`config.mk`:
```
export PLATFORM = sky130hd
export DESIGN_NAME = decodeStage
export DESIGN_NICKNAME = d
export VERILOG_FILES = /design/src/verilog/isaPkg.sv /design/src/verilog/decodePkg.sv /design/src/verilog/regFile.sv /design/src/verilog/branchResolve.sv /design/src/verilog/linkTracker.sv /design/src/verilog/decodeStage.sv
export SDC_FILE = /design/constraint.sdc
export NUM_CORES = 1
export LEC_CHECK = 0
export BUFFER_PORTS_ARGS = -buffer_cell sky130_fd_sc_hd__buf_4
export CAP_MARGIN = 20
export CORE_MARGIN = 3
export CORE_UTILIZATION = 60
export DETAILED_ROUTE_END_ITERATION = 10
export PLACE_DENSITY = 0.8
export SLEW_MARGIN = 20
export SYNTH_ARGS = -nofsm -noshare
export SYNTH_HDL_FRONTEND = slang
export SYNTH_SLANG_ARGS = --single-unit
```
`constraint.sdc`:
```
create_clock -name clk -period 15.61 [get_ports clk]
set_input_delay 3.122 -clock clk [delete_from_list [all_inputs] [get_ports clk]]
set_output_delay 3.122 -clock clk [all_outputs]
set_load 0.01 [all_outputs]
```
`src/verilog/isaPkg.sv`:
```
// instruction set definitions
`default_nettype none

package isaPkg;

   // datapath word, all registers and PCs
   typedef logic [15:0] word_t;

   // register number, eight entries
   typedef logic [2:0] regAddr_t;

   // major opcode, instr[15:11]
   typedef logic [4:0] opcode_t;

   // top three opcode bits shared by branches
   typedef logic [2:0] opGroup_t;

   // jump and link, pc-relative target
   localparam opcode_t opJal = 5'b00110;

   // jump and link through Rs
   localparam opcode_t opJalr = 5'b00111;

   // beqz/bnez/bltz/bgez all start with 011
   // low two opcode bits pick the condition
   localparam opGroup_t branchGroup = 3'b011;

   // return address always lands here
   localparam regAddr_t linkReg = 3'd7;

   // register file depth
   localparam int numRegs = 8;

endpackage

`default_nettype wire

```
`src/verilog/decodePkg.sv`:
```
// decode stage bundles
`default_nettype none

package decodePkg;
   import isaPkg::*;

   // level controls from the control unit
   typedef struct packed {
      logic lbi;     // write imm instead of wb data
      logic link;    // write return address
      logic bFlag;   // treat as branch regardless of opcode
      logic regJmp;  // target is rs + imm
      logic halt;    // no branching while halted
   } decodeCtrl_t;

   // one register write request, 20 bits
   typedef struct packed {
      logic     en;
      regAddr_t addr;
      word_t    data;
   } wbPort_t;

   // both read ports together
   typedef struct packed {
      word_t rd1;
      word_t rd2;
   } regRead_t;

endpackage

`default_nettype wire

```
`src/verilog/regFile.sv`:
```
// eight entry register file
`timescale 1ns/1ps
`default_nettype none

module regFile
   import isaPkg::*, decodePkg::*;
(
   input  wire      clk,
   input  wire      rstN,
   input  regAddr_t rdAddr1,
   input  regAddr_t rdAddr2,
   input  wbPort_t  wr,
   output regRead_t rd
);

   // register storage
   word_t regs [numRegs];

   // single write port, sync clear
   always_ff @(posedge clk) begin
      if (!rstN) begin
         for (int i = 0; i < numRegs; i++) begin
            regs[i] <= '0;
         end
      end else if (wr.en) begin
         regs[wr.addr] <= wr.data;
      end
   end

   // async reads
   // no write bypass, same cycle read sees old value
   always_comb begin
      rd.rd1 = regs[rdAddr1];
      rd.rd2 = regs[rdAddr2];
   end

endmodule

`default_nettype wire

```
`src/verilog/branchResolve.sv`:
```
// branch condition and next pc
`timescale 1ns/1ps
`default_nettype none

module branchResolve
   import isaPkg::*, decodePkg::*;
(
   input  wire         clk,
   input  wire         rstN,
   input  opcode_t     opcode,
   input  wire  [1:0]  cond,
   input  decodeCtrl_t ctrl,
   input  word_t       rs,
   input  word_t       imm,
   input  word_t       pcPlus2,
   output word_t       nextPc,
   output logic        pcSel,
   output logic        branchTaken
);

   logic isBranch;
   logic condMet;
   logic rsZero;
   logic rsNeg;

   // flags on the first read value
   assign rsZero = (rs == '0);
   assign rsNeg  = rs[15];

   // opcode group or forced by control
   assign isBranch = (opcode[4:2] == branchGroup) | ctrl.bFlag;

   // beqz, bnez, bltz, bgez
   always_comb begin
      case (cond)
         2'b00:   condMet = rsZero;
         2'b01:   condMet = ~rsZero;
         2'b10:   condMet = rsNeg;
         default: condMet = ~rsNeg;
      endcase
   end

   assign pcSel = isBranch & condMet & ~ctrl.halt;

   // taken branch wins over register jump
   always_comb begin
      if (pcSel) begin
         nextPc = pcPlus2 + imm;
      end else if (ctrl.regJmp) begin
         nextPc = rs + imm;
      end else begin
         nextPc = pcPlus2;
      end
   end

   // taken flag, one cycle late
   always_ff @(posedge clk) begin
      if (!rstN) begin
         branchTaken <= 1'b0;
      end else begin
         branchTaken <= pcSel;
      end
   end

endmodule

`default_nettype wire

```
`src/verilog/linkTracker.sv`:
```
// jump and link write control
`timescale 1ns/1ps
`default_nettype none

module linkTracker
   import isaPkg::*, decodePkg::*;
#(
   parameter int linkShadow = 3
) (
   input  wire      clk,
   input  wire      rstN,
   input  opcode_t  opcode,
   input  regAddr_t rsAddr,
   input  wire      lbi,
   input  wire      link,
   input  word_t    imm,
   input  word_t    pcPlus2,
   input  wbPort_t  wbIn,
   output wbPort_t  wrOut,
   output regAddr_t read1Sel,
   output word_t    jmpData
);

   // link flags for execute, memory, writeback
   logic [linkShadow-1:0] shadow;
   logic linkNow;
   logic shadowBusy;
   word_t wrData;

   // jal or jalr sitting in decode
   assign linkNow = (opcode == opJal) | (opcode == opJalr);

   // shadow[0] is the execute slot
   assign shadowBusy = |shadow;

   always_ff @(posedge clk) begin
      if (!rstN) begin
         shadow <= '0;
      end else begin
         shadow[0] <= linkNow;
         for (int i = 1; i < linkShadow; i++) begin
            shadow[i] <= shadow[i-1];
         end
      end
   end

   // return address first, then imm for lbi, then wb data
   // a link in execute keeps the port disabled, so its data never lands
   always_comb begin
      if (link | linkNow) begin
         wrData = pcPlus2;
      end else if (lbi) begin
         wrData = imm;
      end else begin
         wrData = wbIn.data;
      end
   end

   // link writes r7 now
   // any wb behind a link's empty slots is dropped
   assign wrOut.data = wrData;
   assign wrOut.addr = linkNow ? linkReg : wbIn.addr;
   assign wrOut.en   = linkNow | (wbIn.en & ~shadowBusy);

   // jal reads r7 while its own write is in flight
   // a jal opcode is itself the link in decode
   assign read1Sel = (opcode == opJal) ? linkReg : rsAddr;

   // hold last link write data
   always_ff @(posedge clk) begin
      if (!rstN) begin
         jmpData <= '0;
      end else if (linkNow) begin
         jmpData <= wrData;
      end
   end

endmodule

`default_nettype wire

```
`src/verilog/decodeStage.sv`:
```
// pipeline decode stage
`timescale 1ns/1ps
`default_nettype none

module decodeStage
   import isaPkg::*, decodePkg::*;
#(
   parameter int linkShadow = 3
) (
   input  wire         clk,
   input  wire         rstN,
   input  word_t       instr,
   input  word_t       imm,
   input  word_t       pcNow,
   input  decodeCtrl_t ctrl,
   input  wbPort_t     wbIn,
   output regRead_t    regs,
   output word_t       jmpData,
   output word_t       nextPc,
   output logic        pcSel,
   output logic        branchTaken
);

   // instruction fields
   opcode_t    opcode;
   regAddr_t   rsAddr;
   regAddr_t   rtAddr;
   logic [1:0] cond;

   word_t    pcPlus2;
   wbPort_t  wrPort;
   regAddr_t read1Sel;

   assign opcode = instr[15:11];
   assign rsAddr = instr[10:8];
   assign rtAddr = instr[7:5];
   // branch condition, low opcode bits
   assign cond   = instr[12:11];

   // return address and fall-through pc
   assign pcPlus2 = pcNow + 16'd2;

   // r7 write and wb shadow
   linkTracker #(
      .linkShadow(linkShadow)
   ) u_link (
      .clk      (clk),
      .rstN     (rstN),
      .opcode   (opcode),
      .rsAddr   (rsAddr),
      .lbi      (ctrl.lbi),
      .link     (ctrl.link),
      .imm      (imm),
      .pcPlus2  (pcPlus2),
      .wbIn     (wbIn),
      .wrOut    (wrPort),
      .read1Sel (read1Sel),
      .jmpData  (jmpData)
   );

   regFile u_regs (
      .clk     (clk),
      .rstN    (rstN),
      .rdAddr1 (read1Sel),
      .rdAddr2 (rtAddr),
      .wr      (wrPort),
      .rd      (regs)
   );

   // branches test the first read port
   branchResolve u_branch (
      .clk         (clk),
      .rstN        (rstN),
      .opcode      (opcode),
      .cond        (cond),
      .ctrl        (ctrl),
      .rs          (regs.rd1),
      .imm         (imm),
      .pcPlus2     (pcPlus2),
      .nextPc      (nextPc),
      .pcSel       (pcSel),
      .branchTaken (branchTaken)
   );

endmodule

`default_nettype wire

```
# Yosys cells after proc, flatten, opt, wreduce, memory -nomap -nowiden
# Memories as Yosys holds them, arrays and structs flattened.
# Cells that the tools add are included.
[totals] ff_bits=20 ram_bits=128 mem_count=1 out_inout_bits=66 input_bits=75
[memory_table] name="u_regs.regs" words=8 width=16 read_ports=2 rd_clocked_by_memory_dff=0 wr=8 line="regFile.sv:17" text="word_t regs [numRegs];"
[classes] eq_ne=5 bitwise=11 mux=14 n_addsub=3 reduce_logical=4
[op_table] op="2-to-1 mux 16 bit" n=5
[op_table] op="adder 16 bit" n=2
[op_table] op="adder 16 x 2 -> 16 bit (second input constant)" n=1
[op_table] op="logical NOT 16 bit" n=1
[op_table] op="OR reduction 16 bit" n=1
[op_table] op="== test 5 x 3 -> 1 bit (second input constant)" n=2
[op_table] op="2-to-1 mux 3 bit" n=3
[op_table] op="2-to-1 mux 1 bit" n=5
[op_table] op="NOT 1 bit" n=4
[op_table] op="bitwise OR 1 bit" n=4
[op_table] op="bitwise AND 1 bit" n=3
[op_table] op="== test 3 x 2 -> 1 bit (second input constant)" n=1
[op_table] op="case mux 1 bit (3 select lines)" n=1
[op_table] op="OR reduction 3 bit" n=1
[op_table] op="== test 2 x 1 -> 1 bit (second input constant)" n=1
[op_table] op="== test 2 bit (second input constant)" n=1
[op_table] op="logical NOT 2 bit" n=1

# Longest topological paths before layout
[depth] word_depth=9 depth_mapped=20 depth_no_buf=14

# Hierarchy
# A second synthesis with hierarchy kept.
[hier_totals] cells_unflattened=862 hier_area_um2=10131.0
[by_module_without_submodules] mod="regFile" instances=1 cells_each=430 area_each_um2=6876.6 seq_area_each_um2=3843.7
[by_module_without_submodules] mod="branchResolve" instances=1 cells_each=254 area_each_um2=1840.5 seq_area_each_um2=20.0
[by_module_without_submodules] mod="linkTracker" instances=1 cells_each=140 area_each_um2=1133.6 seq_area_each_um2=380.4
[by_module_without_submodules] mod="decodeStage" instances=1 cells_each=38 area_each_um2=280.3 seq_area_each_um2=0.0

# Worst setup path before layout
# Ideal clock, no wire load.
[synth_path] path_type="in2out" start="in instr[8]" end="out nextPc[14]" setup_slack_ns=5.911 stages=19 arrival_ns=6.577 n_path_buf=6 path_cell_list="buf_4 > buf_6 > buf_6 > buf_2 > buf_2 > buf_2 > mux4_2 > nor3_1 > a21oi_1 > o21a_1 > ha_1 > o211ai_1 > o211ai_1 > a41o_1 > a41o_1 > a21oi_1 > xor2_1 > a21oi_1 > mux2_1"
[synth_between] elab_chain_cells=8
[synth_rtl] item="start: declaration" line="decodeStage.sv:12" text="input word_t instr,"
[synth_rtl] item="2-to-1 mux 3 bit *" line="linkTracker.sv:67" text="assign read1Sel = (opcode == opJal) ? linkReg : rsAddr;"
[synth_rtl] item="memory (8 x 16 bit) *"
[synth_rtl] item="branches (longest 5 deep; another with adder 16 bit)"
[synth_rtl] item="2-to-1 mux 16 bit *" line="branchResolve.sv:47" text="if (pcSel) begin"
[synth_rtl] item="end: declaration" line="decodeStage.sv:19" text="output word_t nextPc,"
# Mark *: on every way between the ends.

# Worst setup path after layout
[layout_path] start="in instr[12]" end="out nextPc[14]"
[layout_between] elab_chain_cells=9
[layout_rtl] item="branches (longest 8 deep; another with memory (8 x 16 bit))"
[layout_rtl] item="2-to-1 mux 16 bit *" line="branchResolve.sv:47"
# Marks and branches as above.

==> impl_metrics.csv <==
group,metric,value,unit
status,outcome,"completed",
worst_setup_path,timing.critical_path.arrival,7.67,ns
global_routing,grt.overflow.total,0,
clock_tree,cts_post_setup_buffers_inserted,0,
clock_tree,clk_path_buf_depth,2,
sta,setup_slack,4.822,ns
synthesis,synth.yosys.seq_area_share,43.62,%
routing,detailedRoute.firstPassIterationCount,5,
sta,fmax,92.70,MHz
sta,period_needed,10.79,ns
synthesis,ys.flop_type,"sky130_fd_sc_hd__edfxtp_1",
pwr,power-per-cell-area,99.54,nW/um2
sta,setup_viol,0,
pwr,report.power.total,1131,uW
synthesis,synth_fp_nets,987,
placement,placement.setup.worst_slack,4.937,ns
floorplanning,fp.dieH,133.4,um
synthesis,synth_seq_cells,148,
routing,vias,7879,
synthesis,yosys_warnings,0,
layout,n_antenna_cell,0,
clock_tree,clk_pin_slew_worst_paths,0.06,ns
worst_setup_path,critical_path.slowest_cell,"sky130_fd_sc_hd__and2_1",
worst_setup_path,critical_path.top_delay_family,"compound AO/OA/AOI/OAI gates",
clock_tree,number_of_sinks_handled_by_clock_tree_synthesis,148,
pwr,power.ir.vdd_worst,0.1046,mV
floorplanning,initial_cell_density_of_the_core,62.62,%
global_routing,antenna_found_initial,0,
sta,grt_setup_unrepaired,"no",
synthesis,post_synth.cell_area_avg,11.08,um2
sta,tightest_slew,1.045,ns
pwr,share_seq_of_total_power,41.2,%
clock_tree,cts.root.buffer_cell,"sky130_fd_sc_hd__clkbuf_16",
worst_setup_path,category_of_the_worst_setup_path_launch_point,"primary input",
clock_tree,holdBufCountCts,0,
layout,layout-area-overhead-vs-synth,16.74,%
synthesis,synth-edff-count,128,
floorplanning,row_count,45,
worst_setup_path,cp.required,12.49,ns
sta,finalHoldViolCount,0,
global_routing,grt_max_degree,51,
synthesis,cell_types_with_the_largest_area_share_after_synthesis,"sky130_fd_sc_hd__edfxtp_1, sky130_fd_sc_hd__mux4_2, sky130_fd_sc_hd__nor2_1, sky130_fd_sc_hd__mux2i_1, sky130_fd_sc_hd__dfxtp_1",
worst_setup_path,worstPathMaxFanout,37,
pwr,power.share.switching,30.01,%
global_routing,grt_usage,31.85,%
sta,min_period_over_period,69.11,%
clock_tree,ctsHtreeMaxLevel,4,
sta,worst_slew_margin_relative_to_its_limit,30.16,%
synthesis,yosys.area.top_type_share,39.50,%
pwr,power.static_leakage,0.004548,uW
floorplanning,placeableCoreArea,15540,um2
synthesis,synth-async-reset-ratio,0,%
layout,final_nets,1094,
placement,place.port_buffers,135,
worst_setup_path,critical_path.endpoint_type,"primary output",
routing,detail_route.vias_per_cell,6.522,
sta,slew_viol_final,0,
flow_run,drv_cap,0,
pwr,power.share.clock,33.1,%
sta,clock_tree_skew_after_final_layout,0.005672,ns
worst_setup_path,crit_path_kind,"primary input to primary output",
clock_tree,cts_tree,"built",
synthesis,synth_area,9731,um2
synthesis,synth_largest_area_cell,"sky130_fd_sc_hd__edfxtp_1",
routing,wl_per_cell,23.36,um
routing,wirelength,28220,um
floorplanning,floorplan.io_pins,141,
clock_tree,cts-buffers-inserted,17,
pwr,netSwitchingPower,339.3,uW
worst_setup_path,worstPathBufferInverterCount,3,
floorplanning,die_w,133.4,um
synthesis,post_synth_most_frequent_cells,"sky130_fd_sc_hd__nor2_1, sky130_fd_sc_hd__edfxtp_1, sky130_fd_sc_hd__nand2_1, sky130_fd_sc_hd__mux4_2, sky130_fd_sc_hd__mux2i_1",
sta,hold-worst-slack,0.4611,ns
worst_setup_path,timing.critical_path.slowest_cell_delay,0.83,ns
synthesis,syn_inst,878,
clock_tree,post_cts_resize_count,0,
worst_setup_path,critical_path.cell_chain,"buf_4, nor4bb_4, buf_4, and2_1, o22ai_1, a21oi_1, o21a_1, ha_1, o211ai_1, o211ai_1, a41o_1, a41o_1, a21oi_1, xor2_1, a21oi_1, mux2_1, buf_4",
layout,share_of_final_layout_standard_cells_stronger_than_drive_strength_1,26.08,%
placement,place_hpwl,18680,um
sta,setup_total_negative_slack,0,ns
pwr,power.combinational.fraction,25.6,%
layout,fin_util,73.10,%
min_path,hp-class,"flop to flop",
synthesis,synthMostInstantiatedCell,"sky130_fd_sc_hd__nor2_1",
layout,fillers,1122,
clock_tree,clk_latency,0.43,ns
global_routing,grt_pass1_wl,42550,um
routing,drc_errors,0,
floorplanning,dieArea,17780,um2
synthesis,synth.lib_cells_used.distinct,64,
routing,ant_nets,0,
pwr,internal_power,791.5,uW
placement,place_congestion,0.9289,
global_routing,first_global_vias,7506,
routing,drt_iter0_drc,968,
path summary, 6_finish.rpt:
kind	startpoint	end	slack (ns)	cells after the start
setup / recovery	instr[12]	nextPc[14]	4.82	17
hold / removal	u_link.shadow[1]	u_link.shadow[2]	0.46	1
setup reg to reg	u_link.shadow[1]	u_regs.regs[2][9]	12.14	4
hold reg to reg	u_link.shadow[1]	u_link.shadow[2]	0.46	1
logic make-up after synthesis:
| family | after synthesis | share of synthesized area [%] |
|---|---|---|
| compound gates | 154 | 10.80 |
| mux | 127 | 20.17 |
| xor+xnor | 40 | 3.600 |
| simple gates | 306 | 14.22 |
| buf+inv | 69 | 3.060 |
| fa+ha+maj | 34 | 4.526 |
| flops | 148 | 43.62 |
per-stage QoR:
step | cell area, um2 | instances
floorplan | 9731 | 878
global placement | 10830 | 1177
detailed placement | 10830 | 1177
CTS | 11360 | 1208
global route | 11360 | 1208
finish | 11360 | 1208
layout make-up:
type / instances / area (um2) / area share [%]
inverters: 17 / 63.81 / 0.5617
well taps: 211 / 264.0 / 2.324
repair buffers: 140 / 1051 / 9.252
multi-input cells: 661 / 5206 / 45.83
clock buffers: 18 / 429.2 / 3.778
flip-flops and latches: 148 / 4244 / 37.36
clock inverters: 13 / 101.3 / 0.8922
power groups by stage:
stage / Combinational (uW) / Clock (uW) / Sequential (uW)
after CTS: 288 / 374 / 466
after global routing: 312 / 387 / 469
final: 290 / 374 / 466
after global placement: 282 / 0 / 472
after detailed placement: 286 / 0 / 474
after floorplan: 185 / 0 / 469
per-layer routing:
metal / global-route usage, % / part of all wire, %
met4: 10.97 / 2.7
met3: 5.400 / 11
met1: 43.83 / 38
met2: 51.83 / 48
met5: 0 / 0
flip-flops by register name, summed over array words and instances, names as in the netlist:
register / cells
u_branch.branchTaken: 1
u_link.jmpData: 16
u_link.shadow: 3
u_regs.regs: 128
worst register-to-register path, cell delays in order, from the launching register on:
cell and delay, ns:
sky130_fd_sc_hd__dfxtp_1 0.31, sky130_fd_sc_hd__nor4_1 0.32, sky130_fd_sc_hd__nor3b_1 0.46, sky130_fd_sc_hd__nand3_1 0.85, sky130_fd_sc_hd__nand2_1 1.14
layout by cell type, fill, tap and decap left out, types with 5 or more instances in the layout:
| master | instances |
|---|---|
| sky130_fd_sc_hd__o32a_1 | 11 |
| sky130_fd_sc_hd__o21ai_1 | 16 |
| sky130_fd_sc_hd__nand3_1 | 7 |
| sky130_fd_sc_hd__mux4_2 | 51 |
| sky130_fd_sc_hd__ha_1 | 32 |
| sky130_fd_sc_hd__dfxtp_1 | 20 |
| sky130_fd_sc_hd__nor2_1 | 155 |
| sky130_fd_sc_hd__nand2_1 | 63 |
| sky130_fd_sc_hd__o211a_1 | 11 |
| sky130_fd_sc_hd__a211oi_1 | 7 |
| sky130_fd_sc_hd__and2_1 | 7 |
| sky130_fd_sc_hd__mux2i_1 | 42 |
| sky130_fd_sc_hd__nand2b_1 | 10 |
| sky130_fd_sc_hd__inv_1 | 16 |
| sky130_fd_sc_hd__or3b_1 | 5 |
| sky130_fd_sc_hd__and3_1 | 7 |
| sky130_fd_sc_hd__nor3_1 | 10 |
| sky130_fd_sc_hd__clkbuf_16 | 17 |
| sky130_fd_sc_hd__mux2_2 | 27 |
| sky130_fd_sc_hd__o21ai_0 | 35 |
| sky130_fd_sc_hd__mux2_1 | 6 |
| sky130_fd_sc_hd__a21o_1 | 11 |
| sky130_fd_sc_hd__nor2b_1 | 20 |
| sky130_fd_sc_hd__edfxtp_1 | 128 |
| sky130_fd_sc_hd__xor2_1 | 18 |
| sky130_fd_sc_hd__a21oi_1 | 25 |
| sky130_fd_sc_hd__buf_4 | 140 |
| sky130_fd_sc_hd__xnor2_1 | 22 |
| sky130_fd_sc_hd__a31oi_1 | 5 |
No activity file was read; power rests on OpenSTA's default activity.
